`config.mk`:
```
export PLATFORM = sky130hd
export DESIGN_NAME = acquire_top
export DESIGN_NICKNAME = d
export VERILOG_FILES = /design/src/hdl/acq_signal_pkg.sv /design/src/hdl/acq_ctrl_pkg.sv /design/src/hdl/jitter_lfsr.sv /design/src/hdl/signal_stagger.sv /design/src/hdl/edge_phase_tracker.sv /design/src/hdl/acquire_top.sv
export VERILOG_INCLUDE_DIRS = /design/src /design/src/include
export SDC_FILE = /design/constraint.sdc
export NUM_CORES = 1
export LEC_CHECK = 0
export CORE_ASPECT_RATIO = 1.75
export CORE_MARGIN = 2
export CORE_UTILIZATION = 59
export CTS_CLUSTER_DIAMETER = 200
export DETAILED_ROUTE_END_ITERATION = 8
export DONT_BUFFER_PORTS = 1
export HOLD_SLACK_MARGIN = 0.02
export PLACE_DENSITY_LB_ADDON = 0.25
export REMOVE_ABC_BUFFERS = 1
export SETUP_SLACK_MARGIN = 0.3
export SLEW_MARGIN = 30
export SYNTH_ARGS = -nofsm -noshare
export SYNTH_HDL_FRONTEND = slang
export SYNTH_HIERARCHICAL = 1
export SYNTH_SLANG_ARGS = --single-unit
```
`constraint.sdc`:
```
create_clock -name clk -period 3.7 [get_ports clk]
set_clock_uncertainty 0.1 [all_clocks]
set_input_delay 0.555 -clock clk [delete_from_list [all_inputs] [get_ports clk]]
set_output_delay 0.555 -clock clk [all_outputs]
set_load 0.1 [all_outputs]
```
`src/include/acq_macros.svh`:
```
`ifndef ACQ_MACROS_SVH
`define ACQ_MACROS_SVH

// --------------------
// Array size
// --------------------
`define ACQ_NUM_ANT 4        // Antennas in the bench

// --------------------
// Symbol window
// --------------------
`define ACQ_WINDOW 12        // Sample ticks per symbol
`define ACQ_SAMPLE_PHASE 6   // Stagger sample point, also the mid-eye distance

// --------------------
// Skew limits
// --------------------
`define ACQ_MAX_OFFSET 4     // Largest cable offset in ticks
`define ACQ_JITTER_BITS 1    // Jitter is 0 or 1 tick

// Consistent edges seen before the tracker trusts its phase
`define ACQ_LOCK_EDGES 3

`endif

```
`src/hdl/acq_signal_pkg.sv`:
```
`include "acq_macros.svh"

package acq_signal_pkg;

   // --------------------
   // Antenna side
   // --------------------

   // One sign bit per antenna, bit i belongs to antenna i
   typedef logic [`ACQ_NUM_ANT-1:0] ant_bits_t;

   // --------------------
   // Window timing
   // --------------------

   // Tick within the symbol window, 0 to ACQ_WINDOW-1
   typedef logic [3:0] tick_t;

   // Phase shift in ticks, used for both cable offset and jitter
   // Unsigned, only ever pushes the sample point earlier
   typedef logic [2:0] phase_t;

endpackage

```
`src/hdl/acq_ctrl_pkg.sv`:
```
package acq_ctrl_pkg;

   // --------------------
   // Jitter source
   // --------------------

   // Galois LFSR state, nonzero after reset
   typedef logic [15:0] lfsr_t;

   // --------------------
   // Phase tracker
   // --------------------

   typedef enum logic {
      TRK_SEARCH, // Counting consistent edges
      TRK_LOCKED  // Sampling at mid-eye
   } track_state_t;

endpackage

```
`src/hdl/jitter_lfsr.sv`:
```
`timescale 1ns/1ps
`include "acq_macros.svh"

module jitter_lfsr #(
   parameter acq_ctrl_pkg::lfsr_t SEED = 16'hace1 // Must not be zero
) (
   input  logic                  clk,
   input  logic                  rst,
   input  logic                  step,   // Window wrap, already qualified by ce
   input  logic                  enable,
   output acq_signal_pkg::phase_t jitter
);

   // x^16 + x^14 + x^13 + x^11 + 1, maximal length
   localparam acq_ctrl_pkg::lfsr_t TAPS = 16'hb400;
   localparam int PAD_W = $bits(acq_signal_pkg::phase_t) - `ACQ_JITTER_BITS;

   acq_ctrl_pkg::lfsr_t state;

   // Shift right, fold taps back in when the dropped bit is set
   always_ff @(posedge clk) begin
      if (rst) begin
         state <= SEED;
      end else if (step) begin
         state <= {1'b0, state[15:1]} ^ (state[0] ? TAPS : '0);
      end
   end

   // Low bits form the jitter, held for the whole window
   assign jitter = enable ? {{PAD_W{1'b0}}, state[`ACQ_JITTER_BITS-1:0]} : '0;

endmodule

```
`src/hdl/signal_stagger.sv`:
```
`timescale 1ns/1ps
`include "acq_macros.svh"

// Resamples one oversampled sign stream once per symbol window.
// The sample point moves earlier by the cable offset plus the jitter,
// so the output edge lands at a skewed and slightly wandering tick.
module signal_stagger (
   input  logic                   clk,
   input  logic                   rst,
   input  logic                   ce,
   input  acq_signal_pkg::tick_t  tick,   // Shared window counter
   input  acq_signal_pkg::phase_t offset, // Static cable offset
   input  acq_signal_pkg::phase_t jitter, // Per-window wander
   input  logic                   d,      // Oversampled antenna sign
   output logic                   q       // Skewed stream
);

   // --------------------
   // Offset limit
   // --------------------

   acq_signal_pkg::phase_t offset_lim;

   // Out-of-range config saturates rather than wrapping
   assign offset_lim = (offset > acq_signal_pkg::phase_t'(`ACQ_MAX_OFFSET)) ?
                       acq_signal_pkg::phase_t'(`ACQ_MAX_OFFSET) : offset;

   // --------------------
   // Sample phase
   // --------------------

   logic [4:0] phase_sum; // One bit wider than the tick
   logic       take;

   // Tick 11 plus the largest skew still fits in five bits
   assign phase_sum = 5'(tick) + 5'(offset_lim) + 5'(jitter);

   // Hits exactly once per window
   assign take = ce && (phase_sum == 5'(`ACQ_SAMPLE_PHASE));

   // --------------------
   // Output register
   // --------------------

   always_ff @(posedge clk) begin
      if (rst) begin
         q <= 1'b0;
      end else if (take) begin
         q <= d;   // New symbol value, visible the cycle after
      end
      // Held for the rest of the window
   end

endmodule

```
`src/hdl/edge_phase_tracker.sv`:
```
`timescale 1ns/1ps
`include "acq_macros.svh"

// Finds where the incoming edges sit inside the symbol window, locks
// once they agree, and samples half a window away from them.
module edge_phase_tracker (
   input  logic                  clk,
   input  logic                  rst,
   input  logic                  ce,
   input  acq_signal_pkg::tick_t tick,     // Shared window counter
   input  logic                  d,        // Skewed stream
   output logic                  bit_out,  // Recovered symbol
   output logic                  bit_valid, // One-cycle pulse per window
   output logic                  locked
);

   localparam int CNT_W = $clog2(`ACQ_LOCK_EDGES + 1);
   localparam acq_signal_pkg::tick_t WIN = acq_signal_pkg::tick_t'(`ACQ_WINDOW);

   // Distance between two ticks around the window circle
   function automatic acq_signal_pkg::tick_t circ_dist(
      input acq_signal_pkg::tick_t a,
      input acq_signal_pkg::tick_t b
   );
      acq_signal_pkg::tick_t diff;
      diff = (a >= b) ? a - b : b - a;
      return (diff > WIN / 2) ? WIN - diff : diff;
   endfunction

   // --------------------
   // Edge detect
   // --------------------

   logic                      d_prev;     // Value at the previous ce
   logic                      edge_seen;
   acq_signal_pkg::tick_t     edge_pos;   // Reference edge tick
   acq_signal_pkg::tick_t     edge_dist;
   logic [CNT_W-1:0]          edge_cnt;   // Consistent edges so far
   logic [4:0]                mid_sum;
   acq_signal_pkg::tick_t     mid_tick;   // Mid-eye for the current edge
   acq_signal_pkg::tick_t     sample_tick;
   acq_ctrl_pkg::track_state_t state;

   assign edge_seen = ce && (d != d_prev);
   assign edge_dist = circ_dist(tick, edge_pos);

   // Edge plus half a window, modulo the window
   assign mid_sum  = 5'(tick) + 5'(`ACQ_SAMPLE_PHASE);
   assign mid_tick = (mid_sum >= 5'(`ACQ_WINDOW)) ?
                     acq_signal_pkg::tick_t'(mid_sum - 5'(`ACQ_WINDOW)) :
                     acq_signal_pkg::tick_t'(mid_sum);

   // --------------------
   // Lock FSM
   // --------------------

   always_ff @(posedge clk) begin
      if (rst) begin
         d_prev      <= 1'b0;
         edge_pos    <= '0;
         edge_cnt    <= '0;
         sample_tick <= '0;
         state       <= acq_ctrl_pkg::TRK_SEARCH;
      end else if (ce) begin
         d_prev <= d;
         if (edge_seen) begin
            case (state)
               acq_ctrl_pkg::TRK_SEARCH: begin
                  edge_pos <= tick; // Follow the latest edge
                  if (edge_cnt != '0 && edge_dist <= 4'd1) begin
                     if (edge_cnt == CNT_W'(`ACQ_LOCK_EDGES - 1)) begin
                        state       <= acq_ctrl_pkg::TRK_LOCKED;
                        sample_tick <= mid_tick;
                        edge_cnt    <= '0;
                     end else begin
                        edge_cnt <= edge_cnt + 1'b1;
                     end
                  end else begin
                     edge_cnt <= CNT_W'(1); // Restart the run here
                  end
               end
               acq_ctrl_pkg::TRK_LOCKED: begin
                  // Jitter moves edges by one tick, more means the phase slipped
                  if (edge_dist > 4'd2) begin
                     state    <= acq_ctrl_pkg::TRK_SEARCH;
                     edge_pos <= tick;
                     edge_cnt <= CNT_W'(1);
                  end
               end
               default: state <= acq_ctrl_pkg::TRK_SEARCH;
            endcase
         end
      end
   end

   // --------------------
   // Bit output
   // --------------------

   always_ff @(posedge clk) begin
      if (rst) begin
         bit_out   <= 1'b0;
         bit_valid <= 1'b0;
      end else begin
         bit_valid <= 1'b0; // Pulse only
         if (ce && state == acq_ctrl_pkg::TRK_LOCKED && tick == sample_tick) begin
            bit_out   <= d;
            bit_valid <= 1'b1;
         end
      end
   end

   assign locked = (state == acq_ctrl_pkg::TRK_LOCKED);

endmodule

```
`src/hdl/acquire_top.sv`:
```
`timescale 1ns/1ps
`include "acq_macros.svh"

module acquire_top (
   input  logic                       clk,
   input  logic                       rst,
   input  logic                       ce,        // Sample tick strobe
   input  acq_signal_pkg::ant_bits_t  ant_in,    // Oversampled signs
   input  acq_signal_pkg::phase_t [`ACQ_NUM_ANT-1:0] cfg_offset,
   input  logic                       jitter_en,
   output wire acq_signal_pkg::ant_bits_t stag_out,
   output wire acq_signal_pkg::ant_bits_t bit_out,
   output wire acq_signal_pkg::ant_bits_t bit_valid,
   output wire acq_signal_pkg::ant_bits_t locked
);

   // --------------------
   // Window counter
   // --------------------

   acq_signal_pkg::tick_t tick;
   logic                  win_wrap;

   // Last tick of the window, on a real sample
   assign win_wrap = ce && (tick == acq_signal_pkg::tick_t'(`ACQ_WINDOW - 1));

   always_ff @(posedge clk) begin
      if (rst) begin
         tick <= '0;
      end else if (ce) begin
         tick <= win_wrap ? '0 : tick + 4'd1;
      end
   end

   // --------------------
   // Per-antenna chains
   // --------------------

   for (genvar i = 0; i < `ACQ_NUM_ANT; i++) begin : g_ant
      acq_signal_pkg::phase_t jitter;

      // Distinct seeds so the antennas wander independently
      jitter_lfsr #(
         .SEED(acq_ctrl_pkg::lfsr_t'(16'hace1 + i * 16'h3b5d))
      ) jitter_lfsr_inst (
         .clk    (clk),
         .rst    (rst),
         .step   (win_wrap),
         .enable (jitter_en),
         .jitter (jitter)
      );

      signal_stagger signal_stagger_inst (
         .clk    (clk),
         .rst    (rst),
         .ce     (ce),
         .tick   (tick),
         .offset (cfg_offset[i]),
         .jitter (jitter),
         .d      (ant_in[i]),
         .q      (stag_out[i])
      );

      // Tracker sees the skewed stream, as a real receiver would
      edge_phase_tracker edge_phase_tracker_inst (
         .clk       (clk),
         .rst       (rst),
         .ce        (ce),
         .tick      (tick),
         .d         (stag_out[i]),
         .bit_out   (bit_out[i]),
         .bit_valid (bit_valid[i]),
         .locked    (locked[i])
      );
   end

endmodule

```
==> run_results.csv <==
group,metric,value,unit
status,run_status,"complete, no violations",
finish,area_delta_synth_final,11.6,%
drt,drcViolationCount,0,
min_path,holdPathStages,1,
placement,place_congestion,0.867,
critical_path,r2r_setup_slack,0.40,ns
sta,hold_viol_final,0,
min_path,hp-class,"in -> reg",
synth,ys_seq_elements,128,
cts,root_buffer,"clkbuf_16",
drt,firstDrtPassIters,5,
critical_path,r2r-end,"g_ant[3].edge_phase_tracker_inst/sample_tick[3]$_SDFFE_PP0P_",
critical_path,endpoint_kind,"register",
drt,post_drt_via_cell_ratio,5.80,
min_path,holdCritStartpoint,"rst",
critical_path,worstRegToRegCells,10,
synth,synth-adder-area-share,0.138,
pwr,p_total,0.00349,W
critical_path,cp_data_arrival_time,3.54,ns
pwr,power_density,377,nW/um2
global_route,grt_pass1_vias,6557,
pwr,p_leak,3.63,nW
global_route,gr-total-overflow,0,
floorplan,die_y,161,um
sta,finalSetupViolations,0,
synth,synth_compound_gate_area_share,0.165,
finish,n_antenna_cell,0,
critical_path,worst_setup_path_start_kind,"register",
global_route,grt_use_total,0.245,
drt,ant_nets,0,
critical_path,reg2reg_from,"tick[0]$_SDFFE_PP0P_",
cts,cts_tree,"yes",
finish,layoutNonFillerInstCount,1124,
critical_path,critical_path_class,"reg -> reg",
sta,fmax,303,MHz
synth,synthSimpleGateAreaFrac,0.178,
floorplan,die_w,93.6,um
sta,fin_crit_sh,0.893,
cts,cts_max_level,4,
drt,drtIter0Drc,275,
synth,synth_edf_count,0,
synth,ys.flop_type,"dfxtp_1",
sta,rsz0062_at_grt,"false",
synth,synth_area_leaders,"dfxtp_1, mux2i_1, ha_1",
placement,dp_hpwl,12.5,mm
cts,clkLatencyLatePin,0.42,ns
synth,ys_types,65,
finish,nets,1031,
cts,cts_max_path_buffers,2,
finish,fillers,1138,
finish,drive_gt1_frac,0.144,
cts,cts_hold_buf,0,
synth,syn_inst,908,
job,maxCapViolCount,0,
global_route,antenna_found_initial,0,
cts,cts.sinks,128,
critical_path,crit_fanout,6,
synth,synth_top_family_by_area,"simple AND/OR/NAND/NOR gates",
floorplan,die-area,15000,um2
cts,path_clk_slew,0.07,ns
synth,syn_area,8290,um2
global_route,grt_max_degree,102,
cts,cts_buffers,17,
sta,slew_headroom,0.351,
synth,synth_mux_area_frac,0.0876,
sta,period_minus_slack,3.30,ns
placement,dp.cells,1086,
synth,yosys_warnings,6,
synth,ys_async_sr_fraction,0,
drt,via_count,6522,
floorplan,coreArea,13800,um2
floorplan,rows,57,
placement,portBuffers,0,
synth,synthXorXnorAreaFrac,0.0349,
floorplan,start_util,0.599,
synth,yosysSeqAreaShare,0.309,
min_path,whs_endpoint,"g_ant[0].jitter_lfsr_inst/state[12]$_SDFFE_PP0P_",
sta,whs,0.0906,ns
floorplan,io_pins,36,
drt,wl_per_cell,15.7,um
synth,synth_top_area_cell,"dfxtp_1",
critical_path,cp.required,3.93,ns
global_route,grt_pass1_wl,30.1,mm
sta,setup_total_negative_slack,0,ns
drt,wl,17.6,mm
synth,synth_top_area_share,0.309,
pwr,irDropWorstVdd,0.332,mV
sta,report.final.slew_viol_count,0,
sta,worst_pin_slew,0.972,ns
synth,avgSynthCellArea,9.12,um2
-- synth_stat cells, types with 9 or more instances --
library cell  number
ha_1              53
a21oi_1           37
nand2_1           92
xor2_1             9
nor2_1            68
xnor2_1           24
nor3_1             9
dfxtp_1          128
nor2b_1           17
buf_4             15
o311ai_1          12
a211o_1           14
a31oi_1           10
fa_1              24
mux2i_1           68
nand2b_1           9
inv_1            101
nand3_1           20
-- flip-flops by register name (all words and copies together) (netlist names), 8 cells and up --
register / flops
g_ant.edge_phase_tracker_inst/edge_cnt: 8
g_ant.edge_phase_tracker_inst/edge_pos: 16
g_ant.edge_phase_tracker_inst/sample_tick: 16
g_ant.jitter_lfsr_inst/state: 64
-- layer usage --
| metal | global-route usage | routed length [um] | part of all wire |
|---|---|---|---|
| met5 | 0 | 0 | 0 |
| met2 | 0.450 | 9600 | 0.54 |
| met4 | 0.0916 | 442 | 0.025 |
| met1 | 0.272 | 7050 | 0.40 |
| met3 | 0.0492 | 529 | 0.030 |
-- cell usage in the layout (no fill, tap or decap), types with 5 or more instances in the layout --
cell / Yosys / layout
dfxtp_1: 128 / 122
inv_1: 101 / 100
nand2_1: 92 / 91
mux2i_1: 68 / 68
nor2_1: 68 / 68
ha_1: 53 / 47
buf_4: 15 / 44
a21oi_1: 37 / 37
xnor2_1: 24 / 24
nand3_1: 20 / 20
fa_1: 24 / 19
clkbuf_16: 0 / 17
nor2b_1: 17 / 17
a211o_1: 14 / 14
o311ai_1: 12 / 12
a31oi_1: 10 / 10
nand2b_1: 9 / 9
xor2_1: 9 / 9
nor3_1: 9 / 9
o21ai_1: 8 / 8
a221oi_1: 8 / 8
o31ai_1: 8 / 8
and2_1: 8 / 8
and2b_1: 8 / 8
conb_1: 4 / 8
inv_8: 0 / 6
or3b_1: 5 / 5
nand4_1: 5 / 5
clkinv_8: 0 / 5
fa_2: 0 / 5
ha_2: 0 / 5
a211oi_2: 5 / 5
-- final cells by class --
cell class | count | area, um2 | area share
inverter | 102 | 383 | 0.0414
clock buffer | 17 | 425 | 0.0460
tap | 177 | 221 | 0.0239
multi-input combinational | 640 | 5120 | 0.554
timing repair buffer | 45 | 335 | 0.0363
sequential | 128 | 2580 | 0.279
clock inverter | 15 | 183 | 0.0198
-- stage by stage --
stage / area, um2 / util / worst slack, ns
final: 9250 / 0.668 / 0.395
after global routing: 9250 / 0.668 / 0.290
after CTS: 9150 / 0.661 / 0.323
after detailed placement: 8490 / 0.614 / 0.0225
after global placement: 8490 / 0.614 / 0.121
after floorplan: 7980 / - / -0.124
-- worst max-delay path by stage --
stage	start	end	depth (start not counted)
floorplan	tick[1]$_SDFFE_PP0P_	g_ant[0].edge_phase_tracker_inst/sample_tick[3]$_SDFFE_PP0P_	10
global placement	tick[0]$_SDFFE_PP0P_	g_ant[2].edge_phase_tracker_inst/sample_tick[3]$_SDFFE_PP0P_	10
detailed placement	tick[0]$_SDFFE_PP0P_	g_ant[1].edge_phase_tracker_inst/sample_tick[3]$_SDFFE_PP0P_	10
CTS	tick[0]$_SDFFE_PP0P_	g_ant[1].edge_phase_tracker_inst/sample_tick[3]$_SDFFE_PP0P_	12
global route	tick[0]$_SDFFE_PP0P_	g_ant[2].edge_phase_tracker_inst/sample_tick[3]$_SDFFE_PP0P_	12
finish	tick[0]$_SDFFE_PP0P_	g_ant[3].edge_phase_tracker_inst/sample_tick[3]$_SDFFE_PP0P_	10
-- report_power, final --
group	total, W	switching (W)	internal [W]
Combinational	0.000413	0.000242	0.000170
Sequential	0.00139	0.00000899	0.00138
Clock	0.00168	0.000769	0.000916
-- critical path, stage by stage (launching register included) --
cell     delay (ns)
dfxtp_4        0.37
buf_4          0.18
ha_1           0.25
fa_1           0.38
xor2_1         0.15
o211a_1        0.15
or2_4          0.27
o32a_1         0.28
a221o_1        0.36
or3_4          0.42
o41ai_2        0.30
-- cell families after synthesis --
logic type | count (synthesis)
buffers and inverters | 144
and+or+nand+nor | 279
adders and majority gates | 77
DFF | 128
muxes | 72
AOI/OAI and AO/OA | 171
xor gates and xnor gates | 33
other | 4
-- repair_timing --
item,4_1_cts,5_1_grt
resized for setup,13,16
buffers inserted,0,6
pin swaps,0,6
endpoints found under the setup margin,41,30
(Power assumes the default switching activity.)
